File: src/zstd_axi_pkg.sv
package zstd_axi_pkg;

  // Reader-side and CSR-side ID width
  localparam int AXI_S_ID_W = 4;
  // Reader index carried in the upper ID bits
  localparam int AXI_PORT_W = 2;
  localparam int AXI_M_ID_W = AXI_S_ID_W + AXI_PORT_W;

  localparam int AXI_LEN_W   = 8;
  localparam int AXI_SIZE_W  = 3;
  localparam int AXI_BURST_W = 2;
  localparam int AXI_RESP_W  = 2;

  localparam logic [AXI_RESP_W-1:0] AXI_RESP_OKAY   = 2'b00;
  localparam logic [AXI_RESP_W-1:0] AXI_RESP_SLVERR = 2'b10;

  // Memory-side ID, raw or split into reader index and source ID
  typedef union packed {
    logic [AXI_M_ID_W-1:0] raw;
    struct packed {
      logic [AXI_PORT_W-1:0] port;
      logic [AXI_S_ID_W-1:0] src_id;
    } split;
  } zstd_mem_id_t;

endpackage

File: src/zstd_csr_pkg.sv
package zstd_csr_pkg;

  // Byte addresses of the decoder control registers
  localparam int unsigned CSR_RESET         = 32'h00;
  localparam int unsigned CSR_START         = 32'h08;
  localparam int unsigned CSR_INPUT_BUFFER  = 32'h10;
  localparam int unsigned CSR_OUTPUT_BUFFER = 32'h18;

  localparam int CSR_COUNT = 4;

  // Register index sits in address bits 4:3
  localparam int CSR_IDX_W   = 2;
  localparam int CSR_IDX_LSB = 3;

endpackage

File: src/zstd_csr_regs.sv
`timescale 1ns/1ps

module zstd_csr_regs
  import zstd_axi_pkg::*, zstd_csr_pkg::*;
#(
  parameter int ADDR_W = 16,
  parameter int DATA_W = 64,
  parameter int STRB_W = 8
) (
  input  logic                  clk,
  input  logic                  rst,

  input  logic [AXI_S_ID_W-1:0] aw_id,
  input  logic [ADDR_W-1:0]     aw_addr,
  input  logic                  aw_valid,
  output logic                  aw_ready,
  input  logic [DATA_W-1:0]     w_data,
  input  logic [STRB_W-1:0]     w_strb,
  input  logic                  w_valid,
  output logic                  w_ready,
  output logic [AXI_S_ID_W-1:0] b_id,
  output logic [AXI_RESP_W-1:0] b_resp,
  output logic                  b_valid,
  input  logic                  b_ready,

  input  logic [AXI_S_ID_W-1:0] ar_id,
  input  logic [ADDR_W-1:0]     ar_addr,
  input  logic                  ar_valid,
  output logic                  ar_ready,
  output logic [AXI_S_ID_W-1:0] r_id,
  output logic [DATA_W-1:0]     r_data,
  output logic [AXI_RESP_W-1:0] r_resp,
  output logic                  r_last,
  output logic                  r_valid,
  input  logic                  r_ready,

  output logic                  soft_reset
);

  if (STRB_W != DATA_W / 8) begin : g_strb_check
    $error("STRB_W must equal DATA_W/8");
  end

  function automatic logic addr_known(input logic [ADDR_W-1:0] addr);
    return addr inside {ADDR_W'(CSR_RESET), ADDR_W'(CSR_START),
                        ADDR_W'(CSR_INPUT_BUFFER), ADDR_W'(CSR_OUTPUT_BUFFER)};
  endfunction

  // RESET has no storage, it always reads zero
  logic [DATA_W-1:0]    regs [1:CSR_COUNT-1];
  logic [CSR_IDX_W-1:0] aw_idx;
  logic [CSR_IDX_W-1:0] ar_idx;
  logic                 aw_known;
  logic                 ar_known;
  logic                 wr_fire;
  logic                 rd_fire;
  logic [DATA_W-1:0]    rd_data;

  assign aw_idx   = aw_addr[CSR_IDX_LSB +: CSR_IDX_W];
  assign ar_idx   = ar_addr[CSR_IDX_LSB +: CSR_IDX_W];
  assign aw_known = addr_known(aw_addr);
  assign ar_known = addr_known(ar_addr);

  // AW and W are taken together, one write in flight
  assign wr_fire  = aw_valid && w_valid && !b_valid;
  assign aw_ready = wr_fire;
  assign w_ready  = wr_fire;

  assign rd_fire  = ar_valid && !r_valid;
  assign ar_ready = rd_fire;
  assign r_last   = 1'b1;

  always_ff @(posedge clk) begin
    if (rst || soft_reset) begin
      for (int i = 1; i < CSR_COUNT; i++) begin
        regs[i] <= '0;
      end
    end else if (wr_fire && aw_known) begin
      for (int i = 1; i < CSR_COUNT; i++) begin
        if (aw_idx == CSR_IDX_W'(i)) begin
          for (int b = 0; b < STRB_W; b++) begin
            if (w_strb[b]) begin
              regs[i][8*b +: 8] <= w_data[8*b +: 8];
            end
          end
        end
      end
    end
  end

  always_ff @(posedge clk) begin
    if (rst) begin
      b_valid    <= 1'b0;
      r_valid    <= 1'b0;
      soft_reset <= 1'b0;
    end else begin
      soft_reset <= wr_fire && (aw_addr == ADDR_W'(CSR_RESET)) && (|w_strb);
      if (wr_fire) begin
        b_valid <= 1'b1;
      end else if (b_ready) begin
        b_valid <= 1'b0;
      end
      if (rd_fire) begin
        r_valid <= 1'b1;
      end else if (r_ready) begin
        r_valid <= 1'b0;
      end
    end
  end

  always_comb begin
    rd_data = '0;
    for (int i = 1; i < CSR_COUNT; i++) begin
      if (ar_known && ar_idx == CSR_IDX_W'(i)) begin
        rd_data = regs[i];
      end
    end
  end

  // Response payload held until taken
  always_ff @(posedge clk) begin
    if (wr_fire) begin
      b_id   <= aw_id;
      b_resp <= aw_known ? AXI_RESP_OKAY : AXI_RESP_SLVERR;
    end
    if (rd_fire) begin
      r_id   <= ar_id;
      r_data <= rd_data;
      r_resp <= ar_known ? AXI_RESP_OKAY : AXI_RESP_SLVERR;
    end
  end

  a_b_hold: assert property (@(posedge clk) disable iff (rst)
    b_valid && !b_ready |=> b_valid && $stable(b_id));

  a_soft_reset_pulse: assert property (@(posedge clk) disable iff (rst)
    soft_reset |=> !soft_reset);

endmodule

File: src/zstd_mem_read_mux.sv
`timescale 1ns/1ps

module zstd_mem_read_mux
  import zstd_axi_pkg::*;
#(
  parameter int ADDR_W = 16,
  parameter int DATA_W = 64
) (
  input  logic                   clk,
  input  logic                   rst,

  input  logic [AXI_S_ID_W-1:0]  fh_ar_id,
  input  logic [ADDR_W-1:0]      fh_ar_addr,
  input  logic [AXI_LEN_W-1:0]   fh_ar_len,
  input  logic [AXI_SIZE_W-1:0]  fh_ar_size,
  input  logic [AXI_BURST_W-1:0] fh_ar_burst,
  input  logic                   fh_ar_valid,
  output logic                   fh_ar_ready,
  output logic [AXI_S_ID_W-1:0]  fh_r_id,
  output logic [DATA_W-1:0]      fh_r_data,
  output logic [AXI_RESP_W-1:0]  fh_r_resp,
  output logic                   fh_r_last,
  output logic                   fh_r_valid,
  input  logic                   fh_r_ready,

  input  logic [AXI_S_ID_W-1:0]  bh_ar_id,
  input  logic [ADDR_W-1:0]      bh_ar_addr,
  input  logic [AXI_LEN_W-1:0]   bh_ar_len,
  input  logic [AXI_SIZE_W-1:0]  bh_ar_size,
  input  logic [AXI_BURST_W-1:0] bh_ar_burst,
  input  logic                   bh_ar_valid,
  output logic                   bh_ar_ready,
  output logic [AXI_S_ID_W-1:0]  bh_r_id,
  output logic [DATA_W-1:0]      bh_r_data,
  output logic [AXI_RESP_W-1:0]  bh_r_resp,
  output logic                   bh_r_last,
  output logic                   bh_r_valid,
  input  logic                   bh_r_ready,

  input  logic [AXI_S_ID_W-1:0]  raw_ar_id,
  input  logic [ADDR_W-1:0]      raw_ar_addr,
  input  logic [AXI_LEN_W-1:0]   raw_ar_len,
  input  logic [AXI_SIZE_W-1:0]  raw_ar_size,
  input  logic [AXI_BURST_W-1:0] raw_ar_burst,
  input  logic                   raw_ar_valid,
  output logic                   raw_ar_ready,
  output logic [AXI_S_ID_W-1:0]  raw_r_id,
  output logic [DATA_W-1:0]      raw_r_data,
  output logic [AXI_RESP_W-1:0]  raw_r_resp,
  output logic                   raw_r_last,
  output logic                   raw_r_valid,
  input  logic                   raw_r_ready,

  output zstd_mem_id_t           mem_ar_id,
  output logic [ADDR_W-1:0]      mem_ar_addr,
  output logic [AXI_LEN_W-1:0]   mem_ar_len,
  output logic [AXI_SIZE_W-1:0]  mem_ar_size,
  output logic [AXI_BURST_W-1:0] mem_ar_burst,
  output logic                   mem_ar_valid,
  input  logic                   mem_ar_ready,
  input  zstd_mem_id_t           mem_r_id,
  input  logic [DATA_W-1:0]      mem_r_data,
  input  logic [AXI_RESP_W-1:0]  mem_r_resp,
  input  logic                   mem_r_last,
  input  logic                   mem_r_valid,
  output logic                   mem_r_ready
);

  localparam int N_PORTS = 3;

  logic [N_PORTS-1:0]     ar_valid_v;
  logic [N_PORTS-1:0]     ar_ready_v;
  logic [N_PORTS-1:0]     r_valid_v;
  logic [N_PORTS-1:0]     r_ready_v;
  logic [AXI_S_ID_W-1:0]  ar_id_v    [N_PORTS];
  logic [ADDR_W-1:0]      ar_addr_v  [N_PORTS];
  logic [AXI_LEN_W-1:0]   ar_len_v   [N_PORTS];
  logic [AXI_SIZE_W-1:0]  ar_size_v  [N_PORTS];
  logic [AXI_BURST_W-1:0] ar_burst_v [N_PORTS];

  logic [AXI_PORT_W-1:0]  rr_ptr;
  logic [AXI_PORT_W-1:0]  pick;
  logic [AXI_PORT_W-1:0]  grant;
  logic [AXI_PORT_W-1:0]  hold_idx;
  logic                   hold_vld;
  logic                   ar_fire;
  logic [AXI_PORT_W-1:0]  r_port;

  // Index 0 is the frame header reader, 2 the raw block reader
  assign ar_valid_v = {raw_ar_valid, bh_ar_valid, fh_ar_valid};
  assign ar_id_v    = '{fh_ar_id, bh_ar_id, raw_ar_id};
  assign ar_addr_v  = '{fh_ar_addr, bh_ar_addr, raw_ar_addr};
  assign ar_len_v   = '{fh_ar_len, bh_ar_len, raw_ar_len};
  assign ar_size_v  = '{fh_ar_size, bh_ar_size, raw_ar_size};
  assign ar_burst_v = '{fh_ar_burst, bh_ar_burst, raw_ar_burst};
  assign {raw_ar_ready, bh_ar_ready, fh_ar_ready} = ar_ready_v;

  // First requester at or after the pointer
  always_comb begin
    int cand;
    pick = rr_ptr;
    for (int k = N_PORTS - 1; k >= 0; k--) begin
      cand = (int'(rr_ptr) + k) % N_PORTS;
      if (ar_valid_v[cand]) begin
        pick = AXI_PORT_W'(cand);
      end
    end
  end

  assign grant   = hold_vld ? hold_idx : pick;
  assign ar_fire = mem_ar_valid && mem_ar_ready;

  always_comb begin
    mem_ar_id.split.port   = grant;
    mem_ar_id.split.src_id = ar_id_v[grant];
    mem_ar_addr            = ar_addr_v[grant];
    mem_ar_len             = ar_len_v[grant];
    mem_ar_size            = ar_size_v[grant];
    mem_ar_burst           = ar_burst_v[grant];
    mem_ar_valid           = ar_valid_v[grant];
    for (int i = 0; i < N_PORTS; i++) begin
      ar_ready_v[i] = mem_ar_ready && (grant == AXI_PORT_W'(i));
    end
  end

  always_ff @(posedge clk) begin
    if (rst) begin
      rr_ptr   <= '0;
      hold_vld <= 1'b0;
      hold_idx <= '0;
    end else if (ar_fire) begin
      rr_ptr   <= (grant == AXI_PORT_W'(N_PORTS - 1)) ? '0 : grant + 1'b1;
      hold_vld <= 1'b0;
    end else if (mem_ar_valid) begin
      // Stalled request keeps its grant
      hold_vld <= 1'b1;
      hold_idx <= grant;
    end
  end

  // Read beats steered by the port field of the ID
  assign r_port    = mem_r_id.split.port;
  assign r_ready_v = {raw_r_ready, bh_r_ready, fh_r_ready};
  assign {raw_r_valid, bh_r_valid, fh_r_valid} = r_valid_v;

  always_comb begin
    mem_r_ready = 1'b0;
    for (int i = 0; i < N_PORTS; i++) begin
      r_valid_v[i] = mem_r_valid && (r_port == AXI_PORT_W'(i));
      if (r_port == AXI_PORT_W'(i)) begin
        mem_r_ready = r_ready_v[i];
      end
    end
  end

  assign fh_r_id    = mem_r_id.split.src_id;
  assign fh_r_data  = mem_r_data;
  assign fh_r_resp  = mem_r_resp;
  assign fh_r_last  = mem_r_last;
  assign bh_r_id    = mem_r_id.split.src_id;
  assign bh_r_data  = mem_r_data;
  assign bh_r_resp  = mem_r_resp;
  assign bh_r_last  = mem_r_last;
  assign raw_r_id   = mem_r_id.split.src_id;
  assign raw_r_data = mem_r_data;
  assign raw_r_resp = mem_r_resp;
  assign raw_r_last = mem_r_last;

  a_ar_hold: assert property (@(posedge clk) disable iff (rst)
    mem_ar_valid && !mem_ar_ready |=> mem_ar_valid && $stable(mem_ar_id));

  a_r_port: assert property (@(posedge clk) disable iff (rst)
    mem_r_valid |-> int'(r_port) < N_PORTS);

endmodule

File: src/zstd_dec_wrapper.sv
`timescale 1ns/1ps

module zstd_dec_wrapper
  import zstd_axi_pkg::*;
#(
  parameter int ADDR_W = 16,
  parameter int DATA_W = 64,
  parameter int STRB_W = 8
) (
  input  logic                   clk,
  input  logic                   rst,

  input  logic [AXI_S_ID_W-1:0]  aw_id,
  input  logic [ADDR_W-1:0]      aw_addr,
  input  logic                   aw_valid,
  output logic                   aw_ready,
  input  logic [DATA_W-1:0]      w_data,
  input  logic [STRB_W-1:0]      w_strb,
  input  logic                   w_valid,
  output logic                   w_ready,
  output logic [AXI_S_ID_W-1:0]  b_id,
  output logic [AXI_RESP_W-1:0]  b_resp,
  output logic                   b_valid,
  input  logic                   b_ready,
  input  logic [AXI_S_ID_W-1:0]  ar_id,
  input  logic [ADDR_W-1:0]      ar_addr,
  input  logic                   ar_valid,
  output logic                   ar_ready,
  output logic [AXI_S_ID_W-1:0]  r_id,
  output logic [DATA_W-1:0]      r_data,
  output logic [AXI_RESP_W-1:0]  r_resp,
  output logic                   r_last,
  output logic                   r_valid,
  input  logic                   r_ready,

  input  logic [AXI_S_ID_W-1:0]  fh_ar_id,
  input  logic [ADDR_W-1:0]      fh_ar_addr,
  input  logic [AXI_LEN_W-1:0]   fh_ar_len,
  input  logic [AXI_SIZE_W-1:0]  fh_ar_size,
  input  logic [AXI_BURST_W-1:0] fh_ar_burst,
  input  logic                   fh_ar_valid,
  output logic                   fh_ar_ready,
  output logic [AXI_S_ID_W-1:0]  fh_r_id,
  output logic [DATA_W-1:0]      fh_r_data,
  output logic [AXI_RESP_W-1:0]  fh_r_resp,
  output logic                   fh_r_last,
  output logic                   fh_r_valid,
  input  logic                   fh_r_ready,

  input  logic [AXI_S_ID_W-1:0]  bh_ar_id,
  input  logic [ADDR_W-1:0]      bh_ar_addr,
  input  logic [AXI_LEN_W-1:0]   bh_ar_len,
  input  logic [AXI_SIZE_W-1:0]  bh_ar_size,
  input  logic [AXI_BURST_W-1:0] bh_ar_burst,
  input  logic                   bh_ar_valid,
  output logic                   bh_ar_ready,
  output logic [AXI_S_ID_W-1:0]  bh_r_id,
  output logic [DATA_W-1:0]      bh_r_data,
  output logic [AXI_RESP_W-1:0]  bh_r_resp,
  output logic                   bh_r_last,
  output logic                   bh_r_valid,
  input  logic                   bh_r_ready,

  input  logic [AXI_S_ID_W-1:0]  raw_ar_id,
  input  logic [ADDR_W-1:0]      raw_ar_addr,
  input  logic [AXI_LEN_W-1:0]   raw_ar_len,
  input  logic [AXI_SIZE_W-1:0]  raw_ar_size,
  input  logic [AXI_BURST_W-1:0] raw_ar_burst,
  input  logic                   raw_ar_valid,
  output logic                   raw_ar_ready,
  output logic [AXI_S_ID_W-1:0]  raw_r_id,
  output logic [DATA_W-1:0]      raw_r_data,
  output logic [AXI_RESP_W-1:0]  raw_r_resp,
  output logic                   raw_r_last,
  output logic                   raw_r_valid,
  input  logic                   raw_r_ready,

  output zstd_mem_id_t           mem_ar_id,
  output logic [ADDR_W-1:0]      mem_ar_addr,
  output logic [AXI_LEN_W-1:0]   mem_ar_len,
  output logic [AXI_SIZE_W-1:0]  mem_ar_size,
  output logic [AXI_BURST_W-1:0] mem_ar_burst,
  output logic                   mem_ar_valid,
  input  logic                   mem_ar_ready,
  input  zstd_mem_id_t           mem_r_id,
  input  logic [DATA_W-1:0]      mem_r_data,
  input  logic [AXI_RESP_W-1:0]  mem_r_resp,
  input  logic                   mem_r_last,
  input  logic                   mem_r_valid,
  output logic                   mem_r_ready
);

  logic soft_reset;
  logic mux_rst;

  // Write to RESET also restarts the read interconnect
  assign mux_rst = rst | soft_reset;

  zstd_csr_regs #(
    .ADDR_W(ADDR_W),
    .DATA_W(DATA_W),
    .STRB_W(STRB_W)
  ) u_csr_regs (
    .rst(rst),
    .*
  );

  zstd_mem_read_mux #(
    .ADDR_W(ADDR_W),
    .DATA_W(DATA_W)
  ) u_mem_read_mux (
    .rst(mux_rst),
    .*
  );

endmodule

File: config.mk
export PLATFORM = sky130hd
export DESIGN_NAME = zstd_dec_wrapper
export DESIGN_NICKNAME = d
export VERILOG_FILES = /design/src/zstd_axi_pkg.sv /design/src/zstd_csr_pkg.sv /design/src/zstd_csr_regs.sv /design/src/zstd_mem_read_mux.sv /design/src/zstd_dec_wrapper.sv
export SDC_FILE = /design/constraint.sdc
export NUM_CORES = 1
export LEC_CHECK = 0
export BUFFER_PORTS_ARGS = -buffer_cell sky130_fd_sc_hd__buf_2
export CORE_AREA = 2 2 246 248
export CTS_CLUSTER_SIZE = 16
export DETAILED_ROUTE_END_ITERATION = 10
export DIE_AREA = 0 0 248 250
export PLACE_DENSITY = 0.5
export SYNTH_ARGS = -nofsm -noshare
export SYNTH_HDL_FRONTEND = slang
export SYNTH_SLANG_ARGS = --single-unit
File: constraint.sdc
create_clock -name clk -period 9.4 [get_ports clk]
set_input_delay 0.94 -clock clk [delete_from_list [all_inputs] [get_ports clk]]
set_output_delay 0.94 -clock clk [all_outputs]
set_load 0.01 [all_outputs]
* Word level (Yosys, flattened, before mapping)
Memory sizes are Yosys's and may differ from the RTL's.
Index checks and enable logic that the tools add are counted.
** Operators by class
- Add/subtract/negate cells :: 3
- Bitwise logic cells :: 27
- Multiplexer cells :: 173
- Divide/modulo/power cells :: 3
- Magnitude comparators :: 5
- Reductions and logical operators :: 30
- Equality and inequality tests :: 16
** Operators by type and width (number)
- $mux 8 :: 26
- $mux 64 :: 3
- $mux 1 :: 120
- $lt 32x4->1 const B :: 3
- $eq 16x5->1 const B :: 4
- $mod 32x3->32 const B :: 2
- $bmux 16 s2 :: 1
- $eq 16x4->1 const B :: 2
- $logic_not 16->1 :: 2
- $mod 3x3->32 const B :: 1
- $mux 16 :: 2
- $or 1x1->1 :: 25
- $mux 2 :: 9
- $bmux 8 s2 :: 1
- $logic_and 1x1->1 :: 16
- $eq 2x2->1 const B :: 6
- $bmux 1 s2 :: 4
- $bmux 4 s2 :: 1
- $eq 2x1->1 const B :: 4
- $mux 4 :: 2
- $reduce_bool 4->1 :: 2
- $reduce_or 8->1 :: 1
- $bmux 3 s2 :: 1
- $mux 3 :: 2
- other kinds (14) :: 17
** Storage, ports and cells
- Register bits :: 84
- Output and inout port bits :: 338
- Bits of input ports :: 299
- Memory bits (writable) :: 192
- Memories kept :: 1
** Memories
- u_csr_regs.regs :: depth 3, bits a word 64, read ports 3, clocked after memory_dff 0, write ports 3, RTL line zstd_csr_regs.sv:50 : logic [DATA_W-1:0] regs [1:CSR_COUNT-1];

* Longest topological paths before layout
- Depth in word-level cells :: 14
- Depth in mapped cells :: 10

* Modules after synthesis
From an unflattened synthesis, not the netlist that was laid out.
** Second synthesis, totals
- Cell total of the unflattened synthesis :: 1288
- Area total of the unflattened synthesis :: 14772.9 um^2
** Modules (own cells, without submodules)
- zstd_csr_regs :: cells an instance 911, times used 1, area an instance 11800.1 um^2
- zstd_mem_read_mux :: cells an instance 376, times used 1, area an instance 2966.6 um^2
- zstd_dec_wrapper :: cells an instance 1, times used 1, area an instance 6.3 um^2

* Worst setup path before layout
OpenSTA, ideal clock, no wires.
- Path type :: input to output
- From :: in ar_valid
- To :: out ar_ready
- Data arrival time :: 4.093 ns
- Stages :: 1
- Required time :: 8.460 ns
- Slack :: 4.367 ns
- Cell sequence :: nor2b_1
** Between the ends
- Cells in the longest elaborated chain, start to end :: 1
** Ends and longest elaborated chain
- from (decl) :: RTL line zstd_dec_wrapper.sv:27 : input logic ar_valid,
- $logic_and 1x1->1 :: RTL line zstd_csr_regs.sv:69 : assign rd_fire = ar_valid && !r_valid;
- to (decl) :: RTL line zstd_dec_wrapper.sv:28 : output logic ar_ready,
Every way passes these cells.

* Worst setup path in the final report
- From :: reg u_mem_read_mux.rr_ptr[0]
- To :: out mem_ar_len[4]
** Between the ends
- Cells in the longest elaborated chain, start to end :: 13
** Ends and longest elaborated chain
- from (decl) :: RTL line zstd_mem_read_mux.sv:81 : logic [AXI_PORT_W-1:0] rr_ptr;
- from (signal assigned) :: RTL line zstd_mem_read_mux.sv:132 : rr_ptr <= (grant == AXI_PORT_W'(N_PORTS - 1)) ? '0 : grant + 1'b1;
- $add 2x2->3 :: RTL line zstd_mem_read_mux.sv:103 : cand = (int'(rr_ptr) + k) % N_PORTS;
- $mod 32x3->32 :: RTL line zstd_mem_read_mux.sv:103
- $bmux 1 s2 :: RTL line zstd_mem_read_mux.sv:104 : if (ar_valid_v[cand]) begin
- $mux 1 (not written as such) (2 in a row) :: RTL line zstd_mem_read_mux.sv:104
- $mux 2 (2 in a row) :: RTL line zstd_mem_read_mux.sv:104
- $mux 2 * :: RTL line zstd_mem_read_mux.sv:104
- $mux 2 * :: RTL line zstd_mem_read_mux.sv:110 : assign grant = hold_vld ? hold_idx : pick;
- $not 2->3 (not written as such) * :: RTL line zstd_mem_read_mux.sv:117 : mem_ar_len = ar_len_v[grant];
- $bmux 8 s2 * :: RTL line zstd_mem_read_mux.sv:117
- $mux 8 (not written as such) * (2 in a row) :: RTL line zstd_mem_read_mux.sv:117
- to (decl) :: RTL line zstd_dec_wrapper.sv:80 : output logic [AXI_LEN_W-1:0] mem_ar_len,
Mark *: on every way between the ends. The rest lies on a longest branch, timed or not. The select of a mux whose other input is x is not followed.

==> results_dict.tcl <==
set metrics [dict create \
    hp-class "flip-flop to flip-flop" \
    synthesis.area_mm2 0.01442 \
    clockBufferDepth 3 \
    worst_setup_path_end_kind "output pin" \
    worst_slack_ns 4.998 \
    cellPowerDensity_mw_per_mm2 185.0 \
    finalNonFillerCells 2087 \
    first_global_vias 9755 \
    crit_path_max_fanout 33 \
    vias 9765 \
    seq_area_frac_synth_pct 56.52 \
    synthFlopType "edfxtp_1" \
    p_leak_nw 7.014 \
    rsz0062_at_grt "no" \
    final-max-slew-violation-count 0 \
    total_power_mw 3.003 \
    peakVddDrop_mv 0.1078 \
    tns_ns 0 \
    htree_levels 1 \
    grt_max_degree 65 \
    die_width_um 248 \
    max_freq_mhz 227.2 \
    fp-row-count 90 \
    yosysTopAreaCellShare_pct 55.41 \
    crit_type "flip-flop to output pin" \
    path_cells "inv_1, ha_1, mux2i_1, nor2_1, a2111oi_2, nor2_2, nor2_4, o2bb2ai_1, buf_2" \
    tightest_slew_ns 1.083 \
    dieArea_mm2 0.06200 \
    num_io_pins 637 \
    postLayoutCellArea_mm2 0.01623 \
    synth_area_leader_cell "edfxtp_1" \
    tritoncts "built" \
    final_nets 1584 \
    yosys_register_bits 274 \
    hold_ws_ns 0.5439 \
    antenna_found_initial 24 \
    cp-start-kind "flip-flop" \
    cp_slowest_stage_delay_ns 0.67 \
    wl_per_cell_um 26.63 \
    status "finished, final reports clean" \
    hpwlAfterDp_um 41500 \
    placed_area_mm2 0.01531 \
    first_iter_violations 479 \
    dpl_worst_slack_ns 5.315 \
    clock_latency_ns 0.56 \
    maxCapViolCount 0 \
    synthDistinctLibCells 58 \
    synthArstFlopShare_pct 0 \
    grt-ovfl-total 0 \
    synth_edf_count 266 \
    holdPathStages 1 \
    cp.arrival_ns 3.46 \
    hold_start "u_mem_read_mux.hold_idx[1]" \
    core_mm2 0.05957 \
    gp_congestion 0.8781 \
    final_common_cell "buf_2" \
    routed_wl_um 55580 \
    ant_nets 0 \
    cp.buffers_inverters 2 \
    avgSynthCellArea_um2 12.20 \
    ys_top_cells_by_area "edfxtp_1 (55%), buf_4 (11%), and3_1 (5.3%), mux2_2 (5.0%), and3_2 (3.6%)" \
    slowest_stage "nor2_4" \
    drive_gt1_share_pct 42.74 \
    syn_inst 1182 \
    finalSetupViolCount 0 \
    r2r_setup_slack_ns 6.74 \
    min_to "u_mem_read_mux.hold_idx[1]" \
    skew_ns 0.01604 \
    numCtsBuffers 29 \
    drc_errors 0 \
    finalCritPeriodShare_pct 46.83 \
    io_buffers 349 \
    slew_headroom_pct 27.53 \
    critPathTopFamily "simple AND/OR/NAND/NOR gates" \
    clkTransAtPathRegs_ns 0.06 \
    period_needed_ns 4.402 \
    r2r-end "u_csr_regs.regs[0][81]" \
    cts-root-buf "clkbuf_16" \
    rr_worst_depth 6 \
    dr.pass1.iters 5 \
    cts_resized 0 \
    start_util_pct 24.20 \
    hold_violations 0 \
    area_growth_pct 12.57 \
    via_per_inst 4.679 \
    yosys_warnings 0 \
    grt_pass1_wl_um 75600 \
    cts_hold_buf 0 \
    dp.cells 2033 \
    die_y_um 250 \
    finish.utilization_pct 27.24 \
    cts_sinks 274 \
    layout_common_cells "buf_2 (349), edfxtp_1 (266), and3_1 (122), nor2_1 (79), and3_2 (70)" \
    crit_required_ns 8.46 \
    r2r_start "u_csr_regs.b_valid" \
    post-cts-setup-buffers 0 \
    grt_usage_pct 17.30 \
]
-- worst register-to-register path, delay by kind of cell (launching register included) --
kind	cells	cell delay (ns)
simple gates	5	1.61
buf+inv	1	0.58
flops	1	0.34
-- registers in the layout, summed over array words and instances (netlist names) --
register / count
u_csr_regs.b_id: 4
u_csr_regs.b_resp: 1
u_csr_regs.b_valid: 1
u_csr_regs.r_data: 64
u_csr_regs.r_id: 4
u_csr_regs.r_resp: 1
u_csr_regs.r_valid: 1
u_csr_regs.regs: 192
u_csr_regs.soft_reset: 1
u_mem_read_mux.hold_idx: 2
u_mem_read_mux.hold_vld: 1
u_mem_read_mux.rr_ptr: 2
-- final cells by class --
cell class | instances | area (µm²)
fillers | 6166 | 43340
flip-flops and latches | 274 | 8148
multi-input cells | 606 | 4307
repair buffers | 362 | 1844
well taps | 782 | 978.4
clock buffers | 34 | 744.5
clock inverters | 16 | 162.7
inverters | 9 | 33.78
diodes | 4 | 10.01
-- cell families (layout without fill, tap and decap cells) --
family	after synthesis	after routing	share of synthesized area (%)
and+or+nand+nor	373	373	14.88
buffers and inverters	303	421	13.83
DFF	274	274	56.52
AOI/OAI and AO/OA	125	125	6.813
muxes	102	102	7.638
adders and majority gates	3	3	0.2604
other	2	7	0.05209
-- cell usage after synthesis (all sizes together), types with 4 or more instances --
cell and instances:
mux2 64, o2bb2ai 33, dfxtp 8, mux2i 38, nor2b 4, edfxtp 266
nor3 4, nor4 7, buf 238, nor2 85, o21ai 7, inv 9
clkbuf 56, nand3b 4, nand4 7, nand2 56, and3 192, a22oi 64
-- worst max-delay path by stage --
stage	start	to	slack (ns)	cells after the start
detailed placement	raw_ar_valid	mem_ar_len[4]	5.31	8
finish	u_mem_read_mux.rr_ptr[0]	mem_ar_len[4]	5.00	9
global placement	bh_ar_valid	mem_ar_addr[15]	5.41	8
CTS	u_mem_read_mux.rr_ptr[0]	mem_ar_len[4]	4.94	9
global route	u_mem_read_mux.rr_ptr[0]	mem_ar_len[6]	4.69	9
floorplan	ar_valid	ar_ready	4.37	1
-- routing by layer --
metal | GRT usage (%) | part of all wire [%]
met5 | 2.385 | 0.28
met4 | 5.680 | 3.7
met3 | 7.603 | 11
met2 | 29.39 | 49
met1 | 18.98 | 36
-- power breakdown --
part	total [mW]	switching [mW]	internal [mW]
Sequential	1.40	0.0167	1.38
Combinational	0.483	0.290	0.192
Clock	1.12	0.476	0.646
Total	3.00	0.783	2.22
No activity file was read; power rests on OpenSTA's default activity.
